**config.mk**
```make
export PLATFORM = sky130hd
export DESIGN_NAME = sram_subsys
export DESIGN_NICKNAME = d
export VERILOG_FILES = /design/src/sram_pkg.sv /design/src/host_pkg.sv /design/src/sram_subsys.sv /design/src/resp_collect.sv /design/src/sram_bank_ctrl.sv /design/src/bank_dispatch.sv
export SDC_FILE = /design/constraint.sdc
export NUM_CORES = 1
export LEC_CHECK = 0
export ABC_AREA = 0
export BUFFER_PORTS_ARGS = -buffer_cell sky130_fd_sc_hd__clkbuf_2
export CORE_UTILIZATION = 37
export DETAILED_ROUTE_END_ITERATION = 7
export GPL_ROUTABILITY_DRIVEN = 0
export GPL_TIMING_DRIVEN = 0
export PLACE_DENSITY_LB_ADDON = 0.1
export SLEW_MARGIN = 10
export SYNTH_ARGS = -nofsm -noshare
export SYNTH_HDL_FRONTEND = slang
export SYNTH_SLANG_ARGS = --single-unit
```
**constraint.sdc**
```tcl
create_clock -name clk -period 10.1 [get_ports clk]
set_input_delay 0.505 -clock clk [delete_from_list [all_inputs] [get_ports clk]]
set_output_delay 0.505 -clock clk [all_outputs]
set_load 0.005 [all_outputs]
```
**src/sram_pkg.sv**
```systemverilog
package sram_pkg;

    // bank geometry.
    localparam int num_banks   = 4;
    localparam int bank_sel_w  = 2;
    localparam int word_addr_w = 8;
    localparam int data_w      = 16;

    // pins of one asynchronous SRAM chip.
    // strobes are active low, data out and data in are split,
    // and dout_en marks the cycles where dout is valid on the bus.
    typedef struct packed {
        logic                   ce_n;
        logic                   oe_n;
        logic                   we_n;
        logic [word_addr_w-1:0] addr;
        logic [data_w-1:0]      dout;
        logic                   dout_en;
    } sram_pins_t;

endpackage
```
**src/host_pkg.sv**
```systemverilog
package host_pkg;

    import sram_pkg::*;

    // full host address, bank select on top.
    localparam int host_addr_w = bank_sel_w + word_addr_w;

    typedef enum logic {
        op_read  = 1'b0,
        op_write = 1'b1
    } host_op_t;

    // request as issued by the host.
    typedef struct packed {
        host_op_t               op;
        logic [host_addr_w-1:0] addr;
        logic [data_w-1:0]      wdata;
    } host_req_t;

    // request after bank decode.
    typedef struct packed {
        host_op_t               op;
        logic [word_addr_w-1:0] word_addr;
        logic [data_w-1:0]      wdata;
    } bank_cmd_t;

    // response back to the host, rdata is zero for writes.
    typedef struct packed {
        host_op_t               op;
        logic [host_addr_w-1:0] addr;
        logic [data_w-1:0]      rdata;
    } host_rsp_t;

endpackage

```
**src/sram_subsys.sv**
```systemverilog
`timescale 1ns/1ps

module sram_subsys
    import sram_pkg::*;
    import host_pkg::*;
(
    input  logic                              clk,
    input  logic                              rst_n,

    input  logic                              req,
    input  host_req_t                         req_data,
    output logic                              req_ack,

    output logic                              rsp,
    output host_rsp_t                         rsp_data,
    input  logic                              rsp_ack,

    output sram_pins_t [num_banks-1:0]        pins,
    input  logic       [num_banks-1:0][data_w-1:0] din
);

    logic      [num_banks-1:0] idle;
    logic      [num_banks-1:0] start;
    bank_cmd_t                 cmd;

    logic      [num_banks-1:0] done;
    logic      [num_banks-1:0] take;
    host_rsp_t [num_banks-1:0] result;

    bank_dispatch u_dispatch (
        .clk      (clk),
        .rst_n    (rst_n),
        .req      (req),
        .req_data (req_data),
        .req_ack  (req_ack),
        .idle     (idle),
        .start    (start),
        .cmd      (cmd)
    );

    // one controller per chip.
    for (genvar i = 0; i < num_banks; i++) begin : g_bank
        sram_bank_ctrl u_bank (
            .clk     (clk),
            .rst_n   (rst_n),
            .start   (start[i]),
            .cmd     (cmd),
            .bank_id (bank_sel_w'(i)),
            .idle    (idle[i]),
            .done    (done[i]),
            .result  (result[i]),
            .take    (take[i]),
            .pins    (pins[i]),
            .din     (din[i])
        );
    end

    resp_collect u_collect (
        .clk      (clk),
        .rst_n    (rst_n),
        .done     (done),
        .result   (result),
        .take     (take),
        .rsp      (rsp),
        .rsp_data (rsp_data),
        .rsp_ack  (rsp_ack)
    );

endmodule

```
**src/resp_collect.sv**
```systemverilog
`timescale 1ns/1ps

module resp_collect
    import sram_pkg::*;
    import host_pkg::*;
(
    input  logic                          clk,
    input  logic                          rst_n,

    input  logic      [num_banks-1:0]     done,
    input  host_rsp_t [num_banks-1:0]     result,
    output logic      [num_banks-1:0]     take,

    output logic                          rsp,
    output host_rsp_t                     rsp_data,
    input  logic                          rsp_ack
);

    typedef enum logic [1:0] {
        c_idle = 2'b00,
        c_rsp  = 2'b01,
        c_drop = 2'b10
    } coll_state_t;

    coll_state_t state;

    logic [bank_sel_w-1:0] ptr;
    logic [bank_sel_w-1:0] pick;
    logic [bank_sel_w-1:0] idx;
    logic                  found;
    logic                  free;
    logic                  grant;

    // round-robin search, starting at ptr.
    always_comb begin
        found = 1'b0;
        pick  = ptr;
        idx   = ptr;
        for (int k = 0; k < num_banks; k++) begin
            idx = ptr + bank_sel_w'(k);
            if (!found && done[idx]) begin
                found = 1'b1;
                pick  = idx;
            end
        end
    end

    // channel is free once the host has dropped rsp_ack.
    assign free  = (state == c_idle) || ((state == c_drop) && !rsp_ack);
    assign grant = free && found;

    always_ff @(posedge clk or negedge rst_n) begin
        if (!rst_n) begin
            state <= c_idle;
            rsp   <= 1'b0;
            take  <= '0;
            ptr   <= '0;
        end else begin
            take <= '0;

            if (grant) begin
                take[pick] <= 1'b1;
                rsp        <= 1'b1;
                ptr        <= pick + 1'b1;
                state      <= c_rsp;
            end else begin
                case (state)
                    c_rsp: begin
                        if (rsp_ack) begin
                            rsp   <= 1'b0;
                            state <= c_drop;
                        end
                    end

                    c_drop: begin
                        if (!rsp_ack)
                            state <= c_idle;
                    end

                    default: begin
                    end
                endcase
            end
        end
    end

    // response payload, held while rsp is up.
    always_ff @(posedge clk) begin
        if (grant)
            rsp_data <= result[pick];
    end

endmodule

```
**src/sram_bank_ctrl.sv**
```systemverilog
`timescale 1ns/1ps

module sram_bank_ctrl
    import sram_pkg::*;
    import host_pkg::*;
(
    input  logic                  clk,
    input  logic                  rst_n,

    input  logic                  start,
    input  bank_cmd_t             cmd,
    input  logic [bank_sel_w-1:0] bank_id,
    output logic                  idle,

    output logic                  done,
    output host_rsp_t             result,
    input  logic                  take,

    output sram_pins_t            pins,
    input  logic [data_w-1:0]     din
);

    typedef enum logic [1:0] {
        st_idle  = 2'b00,
        st_read  = 2'b01,
        st_write = 2'b10,
        st_done  = 2'b11
    } bank_state_t;

    bank_state_t state, state_nxt;

    logic                   latch_cmd;
    host_op_t               op_q;
    logic [word_addr_w-1:0] addr_q;
    logic [data_w-1:0]      wdata_q;
    logic [data_w-1:0]      rdata_q;

    assign latch_cmd = (state == st_idle) && start;

    // state register.
    always_ff @(posedge clk or negedge rst_n) begin
        if (!rst_n)
            state <= st_idle;
        else
            state <= state_nxt;
    end

    // next state.
    always_comb begin
        state_nxt = state;

        case (state)
            st_idle: begin
                if (start)
                    state_nxt = (cmd.op == op_write) ? st_write : st_read;
            end

            st_read:  state_nxt = st_done;
            st_write: state_nxt = st_done;

            // result waits here until the collector takes it.
            st_done: begin
                if (take)
                    state_nxt = st_idle;
            end

            default: state_nxt = st_idle;
        endcase
    end

    // address, data and result latches.
    always_ff @(posedge clk) begin
        if (latch_cmd) begin
            op_q    <= cmd.op;
            addr_q  <= cmd.word_addr;
            wdata_q <= cmd.wdata;
        end

        // read data sampled at the end of the oe_n strobe
        if (state == st_read)
            rdata_q <= din;
        else if (state == st_write)
            rdata_q <= '0;
    end

    // chip strobes, Moore style.
    always_comb begin
        pins.ce_n    = 1'b1;
        pins.oe_n    = 1'b1;
        pins.we_n    = 1'b1;
        pins.dout_en = 1'b0;
        pins.addr    = addr_q;
        pins.dout    = wdata_q;

        case (state)
            st_read: begin
                pins.ce_n = 1'b0;
                pins.oe_n = 1'b0;
            end

            st_write: begin
                pins.ce_n    = 1'b0;
                pins.we_n    = 1'b0;
                pins.dout_en = 1'b1;
            end

            default: begin
            end
        endcase
    end

    // full address is rebuilt from the bank index.
    always_comb begin
        result.op    = op_q;
        result.addr  = {bank_id, addr_q};
        result.rdata = rdata_q;
    end

    assign idle = (state == st_idle);
    assign done = (state == st_done);

endmodule

```
**src/bank_dispatch.sv**
```systemverilog
`timescale 1ns/1ps

module bank_dispatch
    import sram_pkg::*;
    import host_pkg::*;
(
    input  logic                 clk,
    input  logic                 rst_n,

    input  logic                 req,
    input  host_req_t            req_data,
    output logic                 req_ack,

    input  logic [num_banks-1:0] idle,
    output logic [num_banks-1:0] start,
    output bank_cmd_t            cmd
);

    typedef enum logic [1:0] {
        d_wait  = 2'b00,
        d_start = 2'b01,
        d_ack   = 2'b10
    } disp_state_t;

    disp_state_t state;

    logic [bank_sel_w-1:0] req_bank;
    logic                  launch;

    // bank select sits in the top address bits.
    assign req_bank = req_data.addr[host_addr_w-1 -: bank_sel_w];

    // hand off only when the target bank reports idle.
    assign launch = (state == d_wait) && req && idle[req_bank];

    // handshake FSM.
    always_ff @(posedge clk or negedge rst_n) begin
        if (!rst_n) begin
            state   <= d_wait;
            start   <= '0;
            req_ack <= 1'b0;
        end else begin
            start <= '0;

            case (state)
                d_wait: begin
                    // a busy bank just holds the request here.
                    if (launch) begin
                        start[req_bank] <= 1'b1;
                        state           <= d_start;
                    end
                end

                d_start: begin
                    req_ack <= 1'b1;
                    state   <= d_ack;
                end

                d_ack: begin
                    // release once the host has dropped req.
                    if (!req) begin
                        req_ack <= 1'b0;
                        state   <= d_wait;
                    end
                end

                default: begin
                    state <= d_wait;
                end
            endcase
        end
    end

    // command register, shared by all banks.
    // only the bank that sees start picks it up.
    always_ff @(posedge clk) begin
        if (launch) begin
            cmd.op        <= req_data.op;
            cmd.word_addr <= req_data.addr[word_addr_w-1:0];
            cmd.wdata     <= req_data.wdata;
        end
    end

endmodule

```
==> results_dict.tcl <==
set metrics [dict create \
    max_freq_mhz 272.4 \
    r2r_slack_ps 6430 \
    routed_wl_microns 38780 \
    whs_ps 108.6 \
    r2r_end "u_collect.rsp_data[2]" \
    power_density_mw_per_mm2 275.1 \
    cp-start-kind "flip-flop" \
    place_ws_ps 6488 \
    grt_start_max_net_pins 28 \
    syn_area_sq_mm 0.01268 \
    syn_avg_cell_area_sq_um 11.45 \
    wl_met1_microns 17200 \
    route.detailed.drc 0 \
    coreArea_sq_mm 0.03362 \
    p_leak_nw 5.842 \
    crit_chain "ha_1 -> mux4_2 -> clkbuf_1 -> clkbuf_1 -> buf_2 -> a211oi_1 -> nor3b_1 -> mux2i_1" \
    cp.required_ps 10370 \
    cts_resized 0 \
    postRouteAntennaNets 0 \
    rsz0062_at_grt "no" \
    slew_violations 0 \
    wl_per_cell_microns 21.05 \
    worstSetupEndpointType "flip-flop" \
    async_flop_share_pct 10.00 \
    n_antenna_cell 0 \
    finClkSkew_ps 8.762 \
    slew-limit-headroom_pct 33.21 \
    crit_start "g_bank[2].u_bank.state[0]" \
    slowest_stage "nor3b_1" \
    final_core_util_pct 46.02 \
    cts_max_level 1 \
    cts_tree "done" \
    hpwl_microns 27830 \
    worstRegToRegCells 8 \
    synth_top_area_share_pct 51.16 \
    r2r_start "g_bank[2].u_bank.state[0]" \
    grt_pass1_vias 9424 \
    setup_violations 0 \
    io_pins 236 \
    dieArea_sq_mm 0.03501 \
    ys_seq_elements 240 \
    ys_seq_area_share_pct 55.90 \
    gr-total-overflow 0 \
    hold_class "in -> reg" \
    synthFlopType "edfxtp_1" \
    final_nets 1501 \
    dr.pass1.iters 5 \
    cts_buffer_depth 3 \
    critPathArrivalTime_ps 3940 \
    cts_setup_buffers 0 \
    numCtsBuffers 27 \
    ir_drop_mv 0.1551 \
    grt_pass1_wl_microns 57990 \
    start_util_pct 37.72 \
    grt_use_total_pct 21.89 \
    synth_cell_types 38 \
    synth_edf_count 216 \
    postCtsHoldBufs 1 \
    numPortBuffers 235 \
    max_stage_delay_ps 560 \
    vias_per_cell 5.244 \
    die_h_microns 187.1 \
    top_layer_used "met5" \
    cp_common_cell "clkbuf_1" \
    die_w_microns 187.1 \
    drv_cap 0 \
    wl_met2_microns 18290 \
    cp-endpoint "u_collect.rsp_data[2]" \
    grt_antenna_before_repair 2 \
    drtIter0Drc 683 \
    finalSetupTns_ps 0 \
    path_clk_slew_ps 60 \
    num_vias 9660 \
    status "completed" \
    cts_num_sinks 240 \
    total_power_w 0.004255 \
    syn-num-nets 1233 \
    setup_slack_ps 6429 \
    hold_viol_final 0 \
    crit_fanout 10 \
    synthTopCellsByArea "edfxtp_1 51%, nor3b_1 9.0%, a211oi_1 5.9%, nand2b_1 5.0%, dfrtp_1 4.7%" \
    path_class "reg -> reg" \
    clkLatencyLatePin_ps 570 \
    worstMarginPinSlew_ps 1002 \
    area_delta_synth_final_pct 22.01 \
    drive_gt1_share_pct 22.09 \
    netlist_instances 1107 \
    synth.yosys.warnings 0 \
    timing.final.crit_share_pct 36.35 \
    row_count 67 \
    min_period_ps 3671 \
    wl_met3_microns 2084 \
    yosysTopAreaCell "edfxtp_1" \
    cts-root-buf "clkbuf_16" \
]
[synthesized netlist by cell type, types with 2 or more instances]
master / number
nand2_1: 114
o311a_1: 2
clkbuf_1: 66
buf_2: 8
o21ai_0: 13
inv_1: 37
o22ai_1: 5
dfrtp_1: 24
nor3_1: 51
buf_6: 3
a211oi_1: 100
mux2i_1: 27
ha_1: 31
nand2b_1: 101
buf_1: 3
nor2_1: 5
a21o_1: 2
a21boi_0: 50
edfxtp_1: 216
nor3b_1: 152
and2_1: 72
mux4_2: 4
o21a_1: 2
a21oi_1: 5
[sequential cells by signal, indices dropped and copies added (netlist names)]
| signal | flops |
|---|---|
| g_bank.u_bank.addr_q | 32 |
| g_bank.u_bank.op_q | 4 |
| g_bank.u_bank.rdata_q | 64 |
| g_bank.u_bank.state | 8 |
| g_bank.u_bank.wdata_q | 64 |
| u_collect.ptr | 2 |
| u_collect.rsp | 1 |
| u_collect.rsp_data | 27 |
| u_collect.state | 2 |
| u_collect.take | 4 |
| u_dispatch.cmd | 25 |
| u_dispatch.req_ack | 1 |
| u_dispatch.start | 4 |
| u_dispatch.state | 2 |
[worst min-delay path by stage]
| stage | from | end | slack (ps) | cells after the start |
|---|---|---|---|---|
| 3_5_place_dp | u_collect.rsp | u_collect.rsp | 470 | 1 |
| 4_1_cts | req_data[8] | u_dispatch.cmd[8] | 80 | 1 |
| 6_report | req_data[8] | u_dispatch.cmd[8] | 110 | 1 |
| 3_3_place_gp | u_collect.rsp | u_collect.rsp | 460 | 1 |
| 2_1_floorplan | rst_n | g_bank[0].u_bank.state[0] | 210 | 0 |
| 5_1_grt | req_data[8] | u_dispatch.cmd[8] | 90 | 1 |
[layer usage]
metal / up-vias / global-route usage, %
li1: 4573 / -
met1: 4672 / 30.16
met2: 353 / 35.59
met3: 60 / 3.114
met4: 2 / 6.873
met5: - / 0
[worst max-delay path, delay by kind of cell, from the launching register on]
family / cells / cell delay [ps]
buffers and inverters: 3 / 1400
multiplexers: 2 / 650
AND/OR/NAND/NOR: 1 / 560
flip-flops: 1 / 420
adder cells (fa/ha/maj): 1 / 250
AO/OA/AOI/OAI: 1 / 80
[power breakdown]
part | internal [W] | switching [W]
Clock | 0.000642 | 0.000407
Sequential | 0.00143 | 0.000142
Combinational | 0.000586 | 0.00105
Total | 0.00266 | 0.00160
[layout by cell type (no fill, tap or decap), drive strengths merged, types with 13 or more instances in the layout]
cell type / count
nor3: 51
dfrtp: 24
nand2b: 101
inv: 39
clkbuf: 329
ha: 31
nor3b: 152
nand2: 114
mux2i: 27
clkinv: 13
a211oi: 102
o21ai: 13
edfxtp: 216
buf: 17
a21boi: 50
and2: 72
[per-stage QoR]
stage / cell area (sq um) / instances
after floorplan: 12680 / 1107
after global placement: 14420 / 1790
after detailed placement: 14510 / 1793
after CTS: 15470 / 1842
after global routing: 15470 / 1842
final: 15470 / 1842
[kinds of logic (layout without fill, tap and decap cells)]
logic type | count (synthesis) | after routing | synth area share, %
buf+inv | 118 | 405 | 3.750
fa+ha+maj | 31 | 31 | 3.059
compound gates | 185 | 185 | 10.75
mux | 32 | 32 | 2.931
simple gates | 499 | 499 | 23.33
xor+xnor | 2 | 2 | 0.2862
flops | 240 | 240 | 55.90
[final cells by class]
cell class | instances | area (sq um)
multi-input combinational | 749 | 5130
inverter | 38 | 142.6
tap | 448 | 560.5
clock inverter | 20 | 267.8
buffer | 80 | 332.8
fill | 3121 | 18150
sequential | 240 | 7087
clock buffer | 28 | 679.4
timing repair buffer | 239 | 1269
No activity file was read; power rests on OpenSTA's default activity.
